File: src/design/lsu_bus_pkg.sv
//****************************
// bus definitions
// AXI4-Lite widths and response codes for the lsu master port
//****************************
package lsu_bus_pkg;

    // byte lanes on the 64-bit data bus
    localparam int STRB_W = 8;

    typedef logic [63:0] axi_addr_t;
    typedef logic [STRB_W*8-1:0] axi_data_t;
    typedef logic [STRB_W-1:0] axi_strb_t;
    typedef logic [1:0] axi_resp_t;

    // SLVERR and DECERR are both treated as access faults
    localparam axi_resp_t RESP_OKAY = 2'b00;

endpackage

File: src/design/lsu_op_pkg.sv
//****************************
// operation definitions
// op kinds, access sizes, trap causes and pipeline fields
//****************************
package lsu_op_pkg;

    typedef enum logic [1:0] {
        OP_NONE,
        OP_LOAD,
        OP_STORE
    } lsu_op_e;

    // encoded as log2 of the byte count
    typedef enum logic [1:0] {
        SIZE_BYTE   = 2'd0,
        SIZE_HALF   = 2'd1,
        SIZE_WORD   = 2'd2,
        SIZE_DOUBLE = 2'd3
    } lsu_size_e;

    typedef logic [63:0] trap_cause_t;
    typedef logic [4:0] reg_idx_t;
    typedef logic [63:0] pc_t;

    localparam trap_cause_t CAUSE_LOAD_MISALIGNED  = 64'd4;
    localparam trap_cause_t CAUSE_LOAD_ACCESS      = 64'd5;
    localparam trap_cause_t CAUSE_STORE_MISALIGNED = 64'd6;
    localparam trap_cause_t CAUSE_STORE_ACCESS     = 64'd7;

endpackage

File: src/design/lsu_access_decode.sv
//****************************
// lsu access decode
// alignment check, start pulses, write strobes and store lanes
//****************************
`timescale 1ns/1ps

module lsu_access_decode
    import lsu_bus_pkg::*, lsu_op_pkg::*;
(
    input  logic      ex_valid,
    input  lsu_op_e   ex_op,
    input  lsu_size_e ex_size,
    input  axi_addr_t ex_operand,
    input  axi_data_t ex_store_data,
    input  logic      read_idle,
    input  logic      write_idle,
    output logic      misaligned,
    output logic      start_read,
    output logic      start_write,
    output axi_strb_t wstrb,
    output axi_data_t wdata_lanes
);

    logic [$clog2(STRB_W)-1:0] byte_off;
    logic                      off_bad;
    logic                      is_mem;
    axi_strb_t                 size_mask;

    assign byte_off = ex_operand[$clog2(STRB_W)-1:0];
    assign is_mem   = (ex_op == OP_LOAD) || (ex_op == OP_STORE);

    // natural alignment only
    always_comb begin
        case (ex_size)
            SIZE_HALF:   off_bad = ex_operand[0];
            SIZE_WORD:   off_bad = |ex_operand[1:0];
            SIZE_DOUBLE: off_bad = |ex_operand[2:0];
            default:     off_bad = 1'b0;
        endcase
    end

    assign misaligned = is_mem & off_bad;

    assign start_read  = ex_valid & (ex_op == OP_LOAD) & ~off_bad & read_idle;
    assign start_write = ex_valid & (ex_op == OP_STORE) & ~off_bad & write_idle;

    //****************************
    // store lanes
    //****************************
    always_comb begin
        case (ex_size)
            SIZE_BYTE: size_mask = 8'h01;
            SIZE_HALF: size_mask = 8'h03;
            SIZE_WORD: size_mask = 8'h0f;
            default:   size_mask = 8'hff;
        endcase
    end

    assign wstrb       = size_mask << byte_off;
    assign wdata_lanes = ex_store_data << {byte_off, 3'b000};

endmodule

File: src/design/lsu_read_channel.sv
//****************************
// lsu read channel
// AXI4-Lite read FSM with load lane extraction and extension
//****************************
`timescale 1ns/1ps

module lsu_read_channel
    import lsu_bus_pkg::*, lsu_op_pkg::*;
(
    input  logic      clk,
    input  logic      rst_n,
    input  logic      start_read,
    input  logic      ex_ready,
    input  axi_addr_t ex_operand,
    input  lsu_size_e ex_size,
    input  logic      ex_signed,
    input  logic      arready,
    input  logic      rvalid,
    input  axi_resp_t rresp,
    input  axi_data_t rdata,
    output logic      arvalid,
    output axi_addr_t araddr,
    output logic      rready,
    output logic      read_idle,
    output logic      read_done,
    output logic      read_err,
    output axi_data_t load_data
);

    typedef enum logic [1:0] {
        R_IDLE,
        R_ADDR,
        R_DATA,
        R_DONE
    } rd_state_e;

    rd_state_e state;
    axi_data_t shifted;
    axi_data_t lane;

    assign araddr    = ex_operand;
    assign rready    = 1'b1;
    assign read_idle = (state == R_IDLE);
    assign read_done = (state == R_DONE);

    // beat is aligned, so move the addressed lane down to bit 0
    assign shifted = rdata >> {ex_operand[2:0], 3'b000};

    always_comb begin
        case (ex_size)
            SIZE_BYTE: lane = {{56{ex_signed & shifted[7]}}, shifted[7:0]};
            SIZE_HALF: lane = {{48{ex_signed & shifted[15]}}, shifted[15:0]};
            SIZE_WORD: lane = {{32{ex_signed & shifted[31]}}, shifted[31:0]};
            default:   lane = shifted;
        endcase
    end

    always_ff @(posedge clk or negedge rst_n) begin
        if (!rst_n) begin
            state    <= R_IDLE;
            arvalid  <= 1'b0;
            read_err <= 1'b0;
        end else begin
            case (state)
                R_IDLE: begin
                    if (start_read) begin
                        state   <= R_ADDR;
                        arvalid <= 1'b1;
                    end
                end
                R_ADDR: begin
                    if (arready) begin
                        state   <= R_DATA;
                        arvalid <= 1'b0;
                    end
                end
                R_DATA: begin
                    if (rvalid) begin
                        state    <= R_DONE;
                        read_err <= (rresp != RESP_OKAY);
                    end
                end
                R_DONE: begin
                    // held until the op leaves for write-back
                    if (ex_ready) begin
                        state    <= R_IDLE;
                        read_err <= 1'b0;
                    end
                end
                default: state <= R_IDLE;
            endcase
        end
    end

    always_ff @(posedge clk) begin
        if (state == R_DATA && rvalid) begin
            load_data <= lane;
        end
    end

endmodule

File: src/design/lsu_top.sv
//****************************
// lsu top
// load/store unit with an AXI4-Lite master port
//****************************
`timescale 1ns/1ps

module lsu_top
    import lsu_bus_pkg::*, lsu_op_pkg::*;
(
    input  logic        clk,
    input  logic        rst_n,
    // execute side
    input  logic        ex_valid,
    output logic        ex_ready,
    input  lsu_op_e     ex_op,
    input  lsu_size_e   ex_size,
    input  logic        ex_signed,
    input  axi_addr_t   ex_operand,
    input  axi_data_t   ex_store_data,
    input  reg_idx_t    ex_rd,
    input  logic        ex_dest_wen,
    input  pc_t         ex_pc,
    // write-back side
    output logic        wb_valid,
    input  logic        wb_ready,
    output pc_t         wb_pc,
    output reg_idx_t    wb_rd,
    output logic        wb_dest_wen,
    output axi_data_t   wb_data,
    output logic        wb_trap_valid,
    output trap_cause_t wb_trap_cause,
    output axi_addr_t   wb_trap_tval,
    // AXI4-Lite master
    output logic        arvalid,
    input  logic        arready,
    output axi_addr_t   araddr,
    input  logic        rvalid,
    output logic        rready,
    input  axi_resp_t   rresp,
    input  axi_data_t   rdata,
    output logic        awvalid,
    input  logic        awready,
    output axi_addr_t   awaddr,
    output logic        wvalid,
    input  logic        wready,
    output axi_strb_t   wstrb,
    output axi_data_t   wdata,
    input  logic        bvalid,
    output logic        bready,
    input  axi_resp_t   bresp
);

    logic      misaligned;
    logic      start_read;
    logic      start_write;
    axi_strb_t strb_lanes;
    axi_data_t data_lanes;
    logic      read_idle;
    logic      read_done;
    logic      read_err;
    axi_data_t load_data;
    logic      write_idle;
    logic      write_done;
    logic      write_err;
    logic      op_complete;

    // non-memory and misaligned ops finish without the bus
    assign op_complete = ((ex_op != OP_LOAD) && (ex_op != OP_STORE)) | misaligned
                       | ((ex_op == OP_LOAD) & read_done)
                       | ((ex_op == OP_STORE) & write_done);

    assign ex_ready = ex_valid & (~wb_valid | wb_ready) & op_complete;

    lsu_access_decode u_decode (
        .ex_valid      (ex_valid),
        .ex_op         (ex_op),
        .ex_size       (ex_size),
        .ex_operand    (ex_operand),
        .ex_store_data (ex_store_data),
        .read_idle     (read_idle),
        .write_idle    (write_idle),
        .misaligned    (misaligned),
        .start_read    (start_read),
        .start_write   (start_write),
        .wstrb         (strb_lanes),
        .wdata_lanes   (data_lanes)
    );

    lsu_read_channel u_read (
        .clk        (clk),
        .rst_n      (rst_n),
        .start_read (start_read),
        .ex_ready   (ex_ready),
        .ex_operand (ex_operand),
        .ex_size    (ex_size),
        .ex_signed  (ex_signed),
        .arready    (arready),
        .rvalid     (rvalid),
        .rresp      (rresp),
        .rdata      (rdata),
        .arvalid    (arvalid),
        .araddr     (araddr),
        .rready     (rready),
        .read_idle  (read_idle),
        .read_done  (read_done),
        .read_err   (read_err),
        .load_data  (load_data)
    );

    lsu_write_channel u_write (
        .clk         (clk),
        .rst_n       (rst_n),
        .start_write (start_write),
        .ex_ready    (ex_ready),
        .ex_operand  (ex_operand),
        .wstrb_in    (strb_lanes),
        .wdata_in    (data_lanes),
        .awready     (awready),
        .wready      (wready),
        .bvalid      (bvalid),
        .bresp       (bresp),
        .awvalid     (awvalid),
        .awaddr      (awaddr),
        .wvalid      (wvalid),
        .wstrb       (wstrb),
        .wdata       (wdata),
        .bready      (bready),
        .write_idle  (write_idle),
        .write_done  (write_done),
        .write_err   (write_err)
    );

    lsu_wb_stage u_wb (
        .clk           (clk),
        .rst_n         (rst_n),
        .ex_ready      (ex_ready),
        .ex_op         (ex_op),
        .ex_operand    (ex_operand),
        .ex_pc         (ex_pc),
        .ex_rd         (ex_rd),
        .ex_dest_wen   (ex_dest_wen),
        .misaligned    (misaligned),
        .read_err      (read_err),
        .write_err     (write_err),
        .load_data     (load_data),
        .wb_ready      (wb_ready),
        .wb_valid      (wb_valid),
        .wb_pc         (wb_pc),
        .wb_rd         (wb_rd),
        .wb_dest_wen   (wb_dest_wen),
        .wb_data       (wb_data),
        .wb_trap_valid (wb_trap_valid),
        .wb_trap_cause (wb_trap_cause),
        .wb_trap_tval  (wb_trap_tval)
    );

endmodule

File: src/design/lsu_wb_stage.sv
//****************************
// lsu write-back stage
// result select, trap encoding and the write-back register
//****************************
`timescale 1ns/1ps

module lsu_wb_stage
    import lsu_bus_pkg::*, lsu_op_pkg::*;
(
    input  logic        clk,
    input  logic        rst_n,
    input  logic        ex_ready,
    input  lsu_op_e     ex_op,
    input  axi_addr_t   ex_operand,
    input  pc_t         ex_pc,
    input  reg_idx_t    ex_rd,
    input  logic        ex_dest_wen,
    input  logic        misaligned,
    input  logic        read_err,
    input  logic        write_err,
    input  axi_data_t   load_data,
    input  logic        wb_ready,
    output logic        wb_valid,
    output pc_t         wb_pc,
    output reg_idx_t    wb_rd,
    output logic        wb_dest_wen,
    output axi_data_t   wb_data,
    output logic        wb_trap_valid,
    output trap_cause_t wb_trap_cause,
    output axi_addr_t   wb_trap_tval
);

    logic        is_load;
    logic        bus_err;
    logic        trap;
    trap_cause_t cause;
    axi_data_t   result;

    assign is_load = (ex_op == OP_LOAD);
    assign bus_err = (is_load & read_err) | ((ex_op == OP_STORE) & write_err);
    assign trap    = misaligned | bus_err;

    // misalignment takes priority over a bus error
    always_comb begin
        if (misaligned) begin
            cause = is_load ? CAUSE_LOAD_MISALIGNED : CAUSE_STORE_MISALIGNED;
        end else begin
            cause = is_load ? CAUSE_LOAD_ACCESS : CAUSE_STORE_ACCESS;
        end
    end

    always_comb begin
        case (ex_op)
            OP_LOAD:  result = load_data;
            OP_STORE: result = '0;
            default:  result = ex_operand;
        endcase
    end

    always_ff @(posedge clk or negedge rst_n) begin
        if (!rst_n) begin
            wb_valid <= 1'b0;
        end else if (ex_ready) begin
            wb_valid <= 1'b1;
        end else if (wb_ready) begin
            wb_valid <= 1'b0;
        end
    end

    always_ff @(posedge clk) begin
        if (ex_ready) begin
            wb_pc         <= ex_pc;
            wb_rd         <= ex_rd;
            wb_dest_wen   <= ex_dest_wen & ~trap;
            wb_data       <= result;
            wb_trap_valid <= trap;
            wb_trap_cause <= trap ? cause : '0;
            wb_trap_tval  <= trap ? ex_operand : '0;
        end
    end

endmodule

File: src/design/lsu_write_channel.sv
//****************************
// lsu write channel
// AXI4-Lite write FSM, aw and w handshakes run independently
//****************************
`timescale 1ns/1ps

module lsu_write_channel
    import lsu_bus_pkg::*;
(
    input  logic      clk,
    input  logic      rst_n,
    input  logic      start_write,
    input  logic      ex_ready,
    input  axi_addr_t ex_operand,
    input  axi_strb_t wstrb_in,
    input  axi_data_t wdata_in,
    input  logic      awready,
    input  logic      wready,
    input  logic      bvalid,
    input  axi_resp_t bresp,
    output logic      awvalid,
    output axi_addr_t awaddr,
    output logic      wvalid,
    output axi_strb_t wstrb,
    output axi_data_t wdata,
    output logic      bready,
    output logic      write_idle,
    output logic      write_done,
    output logic      write_err
);

    typedef enum logic [2:0] {
        W_IDLE,
        W_BOTH,
        W_AW,
        W_W,
        W_RESP,
        W_DONE
    } wr_state_e;

    wr_state_e state;

    assign awaddr     = ex_operand;
    assign bready     = 1'b1;
    assign write_idle = (state == W_IDLE);
    assign write_done = (state == W_DONE);

    always_ff @(posedge clk or negedge rst_n) begin
        if (!rst_n) begin
            state     <= W_IDLE;
            awvalid   <= 1'b0;
            wvalid    <= 1'b0;
            write_err <= 1'b0;
        end else begin
            case (state)
                W_IDLE: begin
                    if (start_write) begin
                        state   <= W_BOTH;
                        awvalid <= 1'b1;
                        wvalid  <= 1'b1;
                    end
                end
                W_BOTH: begin
                    if (awready && wready) begin
                        state   <= W_RESP;
                        awvalid <= 1'b0;
                        wvalid  <= 1'b0;
                    end else if (awready) begin
                        state   <= W_W;
                        awvalid <= 1'b0;
                    end else if (wready) begin
                        state  <= W_AW;
                        wvalid <= 1'b0;
                    end
                end
                // one side already taken, wait for the other
                W_AW: begin
                    if (awready) begin
                        state   <= W_RESP;
                        awvalid <= 1'b0;
                    end
                end
                W_W: begin
                    if (wready) begin
                        state  <= W_RESP;
                        wvalid <= 1'b0;
                    end
                end
                W_RESP: begin
                    if (bvalid) begin
                        state     <= W_DONE;
                        write_err <= (bresp != RESP_OKAY);
                    end
                end
                W_DONE: begin
                    if (ex_ready) begin
                        state     <= W_IDLE;
                        write_err <= 1'b0;
                    end
                end
                default: state <= W_IDLE;
            endcase
        end
    end

    // lanes latched with the request
    always_ff @(posedge clk) begin
        if (start_write) begin
            wstrb <= wstrb_in;
            wdata <= wdata_in;
        end
    end

endmodule

File: config.mk
export PLATFORM = sky130hd
export DESIGN_NAME = lsu_top
export DESIGN_NICKNAME = d
export VERILOG_FILES = /design/src/design/lsu_bus_pkg.sv /design/src/design/lsu_op_pkg.sv /design/src/design/lsu_access_decode.sv /design/src/design/lsu_read_channel.sv /design/src/design/lsu_top.sv /design/src/design/lsu_wb_stage.sv /design/src/design/lsu_write_channel.sv
export SDC_FILE = /design/constraint.sdc
export NUM_CORES = 1
export LEC_CHECK = 0
export ABC_AREA = 1
export BUFFER_PORTS_ARGS = -buffer_cell sky130_fd_sc_hd__clkbuf_2
export CORE_AREA = 5 5 289 291
export DETAILED_ROUTE_END_ITERATION = 8
export DIE_AREA = 0 0 294 296
export GPL_TIMING_DRIVEN = 0
export HOLD_SLACK_MARGIN = 0.15
export RECOVER_POWER = 50
export SYNTH_ARGS = -nofsm -noshare
export SYNTH_HDL_FRONTEND = slang
export SYNTH_SLANG_ARGS = --single-unit
File: constraint.sdc
create_clock -name clk -period 6.4 [get_ports clk]
set_clock_uncertainty 0.2 [all_clocks]
set_input_delay 0.64 -clock clk [delete_from_list [all_inputs] [get_ports clk]]
set_output_delay 0.64 -clock clk [all_outputs]
set_load 0.01 [all_outputs]
==> flow_summary.yaml, run 1 <==
run_status:
  status: "finished with violations"
  violations: "capacitance limit, slew limit"
pwr:
  power.density_mw_per_mm2: 287
  pwr-share-comb_pct: 20.8
  ir_drop_mv: 0.216
  pwr-share-clk_pct: 37.3
  p_leak_nw: 10.4
  internal-power_mw: 4.92
  switching_share_pct: 30.0
  seq_power_share_pct: 41.9
  p_total_mw: 7.02
  switching_power_mw: 2.10
clock_tree:
  clk_latency_ns: 0.57
  post_cts_buffers: 0
  clk_pin_slew_worst_paths_ns: 0.06
  clockRootBuffer: "clkbuf_16"
  cts_sinks: 349
  cts.htree.levels: 2
  cts_max_path_buffers: 3
  cts_tree: "done"
  cts_buffers: 45
detailed_routing:
  wl_per_cell_um: 23.1
  drc: 0
  vias: 16200
  via_per_inst: 4.30
  finalWirelength_um: 87000
  ant_nets: 0
  first_pass_iters: 5
  drt-initial-drc-count: 1136
synth:
  synth_common_cells: "341 x nand2_1, 338 x edfxtp_1, 219 x o21ai_0"
  syn-cell-area_mm2: 0.0177
  synth_edf_count: 338
  synth_area_leader_cell: "edfxtp_1"
  async_flop_share_pct: 3.15
  yosys-top-cells-area: "edfxtp_1 57%, buf_4 8.3%, nand2_1 7.2%"
  synth-seq-area-share_pct: 58.9
  synth_top_flop_cell: "edfxtp_1"
  yosysWarnings: 0
  ys_types: 37
  yosysMostFrequentCell: "nand2_1"
  syn_avg_cell_area_um2: 9.82
  ys_ff_latch: 349
  synth_top_cell_area_share_pct: 57.3
  synthCells: 1803
global_routing:
  grt_pass1_wl_um: 117000
  grt-ovfl-total: 0
  grt_max_degree: 125
  grt_usage_pct: 18.7
  grt_pass1_vias: 16100
  antenna_found_initial: 28
floorplanning:
  num_rows: 104
  io_pins: 750
  initial_core_util_pct: 22.1
  die_area_mm2: 0.0870
  die_x_um: 294
  die_y_um: 296
  core_mm2: 0.0803
setup_path:
  r2r_slack_ns: 2.48
  crit_family: "simple AND/OR/NAND/NOR gates"
  critical_path_required_ns: 5.56
  endpoint_kind: "output port"
  worstSetupStartpointType: "input port"
  path_buf_inv: 4
  reg2reg_depth: 5
  r2r-start: "u_read.state[0]"
  arrival_ns: 4.02
  critPathMaxStageDelay_ns: 0.71
  reg2reg_to: "u_read.load_data[19]"
  cp_common_cell: "nand2_1"
  critPathKind: "in2out"
  path_max_fanout: 124
  crit_chain: "clkbuf_1 > nor2_1 > nand2_1 > nand2_1 > nand2_2 > o21bai_2 > inv_8 > buf_16 > clkbuf_2"
  slowest_stage: "nand2_1"
place:
  hpwl_um: 69900
  numPortBuffers: 683
  dpl_cell_area_mm2: 0.0228
  gp_congestion: 0.922
layout:
  area_delta_synth_final_pct: 38.4
  drive_above_1_share_pct: 23.2
  nets: 2956
  post-route-util_pct: 30.5
  design_area_mm2: 0.0245
timing:
  slew_violations: 48
  rsz0062_at_grt: "no"
  setup-violations-final: 0
  whs_ns: 0.187
  final_hold_viol_count: 0
  fin_crit_ns: 4.86
  fmax_mhz: 206
  relSlewSlack_pct: -66.5
  tightest_slew_ns: 2.50
  tns_ns: 0
  period_share_pct: 76.0
min_path:
  hold_path_class: "in2reg"
  hold_path_end: "u_wb.wb_dest_wen"
  min_delay_path_depth: 3
  hold_start: "ex_dest_wen"
job:
  maxCapViolations: 1
worst max-delay path by stage:
stage	start	to	slack, ns	depth (start not counted)
floorplan	ex_size[1]	ex_ready	0.34	7
global placement	ex_operand[1]	ex_ready	-2.96	8
detailed placement	ex_operand[1]	ex_ready	2.43	9
CTS	ex_operand[1]	ex_ready	2.43	9
global route	ex_operand[1]	ex_ready	1.23	9
finish	ex_operand[1]	ex_ready	1.54	9
cell type report:
cell class / count / area, µm²
fill: 8683 / 55800
inverter: 160 / 611
multi-input combinational: 1056 / 4940
sequential: 349 / 10400
timing repair buffer: 758 / 3700
tap: 1060 / 1330
clock inverter: 27 / 342
clock buffer: 50 / 1170
antenna: 17 / 42.5
buffer: 299 / 1950
layer usage:
layer	part of all wire [%]	track usage, %	routed length, µm
met1	37	21.2	32100
met2	49	32.5	42500
met3	10	7.15	9010
met4	3.7	6.58	3230
met5	0.19	0	166
cell usage in the layout, fill, tap and decap left out, drive strengths merged, types with 3 or more instances in the layout:
cell type / count
clkbuf: 805
nand2: 344
edfxtp: 338
buf: 230
o21ai: 222
inv: 161
nor2: 148
nand3: 146
dlygate4sd3: 72
conb: 63
nand4: 33
o211ai: 28
mux2i: 19
diode: 17
a21oi: 16
clkinv: 16
dfrtp: 11
o22ai: 8
ha: 7
bufinv: 7
nor3: 6
and2: 4
or2: 3
a31oi: 3
clkinvlp: 3
worst reg2reg max path: cells and delay by family, from the launching register on:
kind,cells,cell delay [ns]
simple gates,1,0.08
buf+inv,3,2.53
fa+ha+maj,1,0.22
flops,1,0.42
logic make-up after synthesis:
group                      count (synthesis)  synth area share (%)
AOI/OAI and AO/OA                        283                  8.60
DFF                                      349                  58.9
muxes                                     19                  1.07
other                                      2                0.0424
buffers and inverters                    459                  14.4
adders and majority gates                  7                 0.495
and+or+nand+nor                          684                  16.5
flip-flops by register name, indices dropped and copies added (netlist names):
register,cells
u_write.write_err,1
u_wb.wb_data,64
u_write.wdata,64
u_read.state,2
u_wb.wb_trap_cause,3
u_write.awvalid,1
u_wb.wb_pc,64
u_wb.wb_rd,5
u_read.arvalid,1
u_wb.wb_dest_wen,1
u_write.wvalid,1
u_wb.wb_valid,1
u_wb.wb_trap_tval,64
u_write.wstrb,8
u_read.load_data,64
u_write.state,3
u_read.read_err,1
u_wb.wb_trap_valid,1
timing repair:
| item | in CTS | in global routing |
|---|---|---|
| gates resized for setup | 0 | 0 |
| hold buffers | 72 | 0 |
| endpoints found under the hold margin | 82 | 0 |
power by group through the flow:
stage	Clock, mW	Sequential (mW)	Combinational, mW
global route	2.80	2.97	1.62
floorplan	0	3.08	0.725
global placement	0	3.03	1.47
detailed placement	0	2.99	1.50
finish	2.62	2.94	1.46
CTS	2.71	2.94	1.54
through the flow:
step / cells / setup WS [ns]
after floorplan: 1864 / 0.339
after global placement: 3607 / -2.96
after detailed placement: 3610 / 2.43
after CTS: 3759 / 2.43
after global routing: 3763 / 1.23
final: 3776 / 1.54
Note: power is estimated with default switching activity, not from simulation.
==> run 2: changes to the inputs <==
==> constraint.sdc (replaced) <==
create_clock -name clk -period 4.9 [get_ports clk]
set_clock_uncertainty 0.2 [all_clocks]
set_input_delay 0.49 -clock clk [delete_from_list [all_inputs] [get_ports clk]]
set_output_delay 0.49 -clock clk [all_outputs]
set_load 0.01 [all_outputs]
==> run 2 against run 1 <==
  * The flow now finishes without violations
  * Design area is 4.8% higher
  * Clock-buffer cell count is 1 higher
  * Critical path type unchanged
  * Wire length is 1.8% higher
  * Hold slack worse by 0.010 ns
  * Largest power group unchanged
  * Critical endpoint unchanged
==> flow_summary.yaml, run 2 (synthesis results as in run 1) <==
place:
  numPortBuffers: 683
  hpwl_um: 70100
  pre_cts_ws_ns: 1.13
  gp_congestion: 0.910
floorplanning:
  num_rows: 104
  die_x_um: 294
  die_area_mm2: 0.0870
  die_y_um: 296
  initial_core_util_pct: 22.1
  core_mm2: 0.0803
  io_pins: 750
timing:
  tightest_slew_ns: 1.23
  period_share_pct: 84.1
  tns_ns: 0
  setup-violations-final: 0
  fin_crit_ns: 4.12
  rsz0062_at_grt: "no"
  relSlewSlack_pct: 17.8
  fmax_mhz: 243
  slew_violations: 0
  setup_ws_ns: 0.781
  final_hold_viol_count: 0
setup_path:
  crit_chain: "clkbuf_2 > nor2_1 > nand2_4 > nand2_4 > nand2_4 > o21bai_4 > clkinvlp_4 > buf_12 > buf_16 > clkbuf_2"
  worstSetupStartpointType: "input port"
  slowest_stage: "nor2_1"
  cp.depth: 10
  arrival_ns: 3.43
  path_buf_inv: 5
  r2r-start: "u_read.state[0]"
  path_max_fanout: 39
  critical_path_required_ns: 4.21
  critPathMaxStageDelay_ns: 0.59
  reg2reg_depth: 9
  r2r_slack_ns: 1.76
  crit_family: "buffers and inverters"
  cp_common_cell: "nand2_4"
  endpoint_kind: "output port"
  crit_start: "ex_operand[1]"
  critPathKind: "in2out"
layout:
  final_common_cell: "clkbuf_1"
  drive_above_1_share_pct: 23.8
  area_delta_synth_final_pct: 45.1
  n_fill_cell: 8531
  final_cell_mix: "404 x clkbuf_1, 343 x clkbuf_2, 341 x nand2_1, 338 x edfxtp_1, 219 x o21ai_0"
  nets: 3066
global_routing:
  grt_usage_pct: 19.1
  grt_pass1_vias: 16600
  met3_usage_pct: 6.18
  grt_util_met1_pct: 22.5
  grt_max_degree: 68
  grt.busiest_layer: "met2"
  grt-ovfl-total: 0
  antenna_found_initial: 30
  use_met2_pct: 33.8
  grt_pass1_wl_um: 120000
detailed_routing:
  finalWirelength_um: 88600
  drc: 0
  first_pass_iters: 5
  via_per_inst: 4.29
  drt-initial-drc-count: 1037
  vias: 16700
  ant_nets: 0
  wl_per_cell_um: 22.8
clock_tree:
  cts_resized: 0
  clk_pin_slew_worst_paths_ns: 0.06
  clk_latency_ns: 0.59
  cts_sinks: 349
  cts_max_path_buffers: 3
  clockRootBuffer: "clkbuf_16"
  cts.htree.levels: 2
  cts_tree: "done"
  cts_buffers: 44
pwr:
  p_leak_nw: 11.0
  power.density_mw_per_mm2: 360
  switching_power_mw: 2.83
  internal-power_mw: 6.41
  pwr-share-clk_pct: 36.3
  pwr-share-comb_pct: 22.2
  ir_drop_mv: 0.209
  seq_power_share_pct: 41.5
  switching_share_pct: 30.6
  p_total_mw: 9.24
min_path:
  min_delay_path_depth: 5
  hold_start: "ex_store_data[22]"
  hold_path_class: "in2reg"
job:
  maxCapViolations: 0
run_status:
  status: "complete, no violations"
==> run 2: cell type report <==
cell class / count / area, µm² / share of cell area (%)
diodes: 11 / 27.5 / 0.107
plain buffers: 299 / 1940 / 7.53
clock buffers: 51 / 1150 / 4.47
clock inverters: 30 / 322 / 1.25
inverters: 160 / 606 / 2.36
multi-input cells: 1056 / 4950 / 19.3
flip-flops and latches: 349 / 10400 / 40.6
well taps: 1060 / 1330 / 5.16
repair buffers: 869 / 4950 / 19.3
==> run 2: worst register-to-register path, delay by kind of cell (launching register included) <==
family,cells,cell delay (ns)
buf+inv,5,1.53
flops,1,0.41
compound gates,2,0.37
fa+ha+maj,1,0.26
simple gates,1,0.10
==> run 2: final timing paths <==
| check | endpoint |
|---|---|
| max | ex_ready |
| min | u_write.wdata[46] |
| min reg2reg | u_read.read_err |
| max reg2reg | u_wb.wb_trap_tval[15] |
| min in group asynchronous | u_write.wvalid |
| max in group asynchronous | u_write.write_err |
==> run 2: per-layer routing <==
layer  vias up  routed length (µm)
li1       7840                   -
met1      7876               33800
met2       752               43400
met3       163                8280
met4        32                2920
met5         -                 207
==> run 2: power by group through the flow <==
stage | clock network [mW] | logic, mW | registers [mW]
global route | 3.58 | 2.26 | 3.86
floorplan | 0 | 0.950 | 4.02
global placement | 0 | 1.94 | 3.93
detailed placement | 0 | 2.00 | 3.90
CTS | 3.47 | 2.16 | 3.84
finish | 3.35 | 2.05 | 3.83
==> run 2: metrics by stage <==
stage | instance area (µm²) | cells | hold WS [ns] | utilization [%]
after global routing | 25700 | 3876 | 0.192 | 32.0
after floorplan | 18000 | 1864 | -0.00559 | -
final | 25700 | 3885 | 0.177 | 32.0
after detailed placement | 22900 | 3615 | 0.210 | 28.5
after CTS | 26100 | 3874 | 0.151 | 32.5
after global placement | 22700 | 3607 | 0.209 | 28.3
==> run 2: what timing repair did <==
action / in CTS / in global routing
hold buffers: 178 / 0
buffers inserted: 0 / 0
hold endpoints to repair: 222 / 0
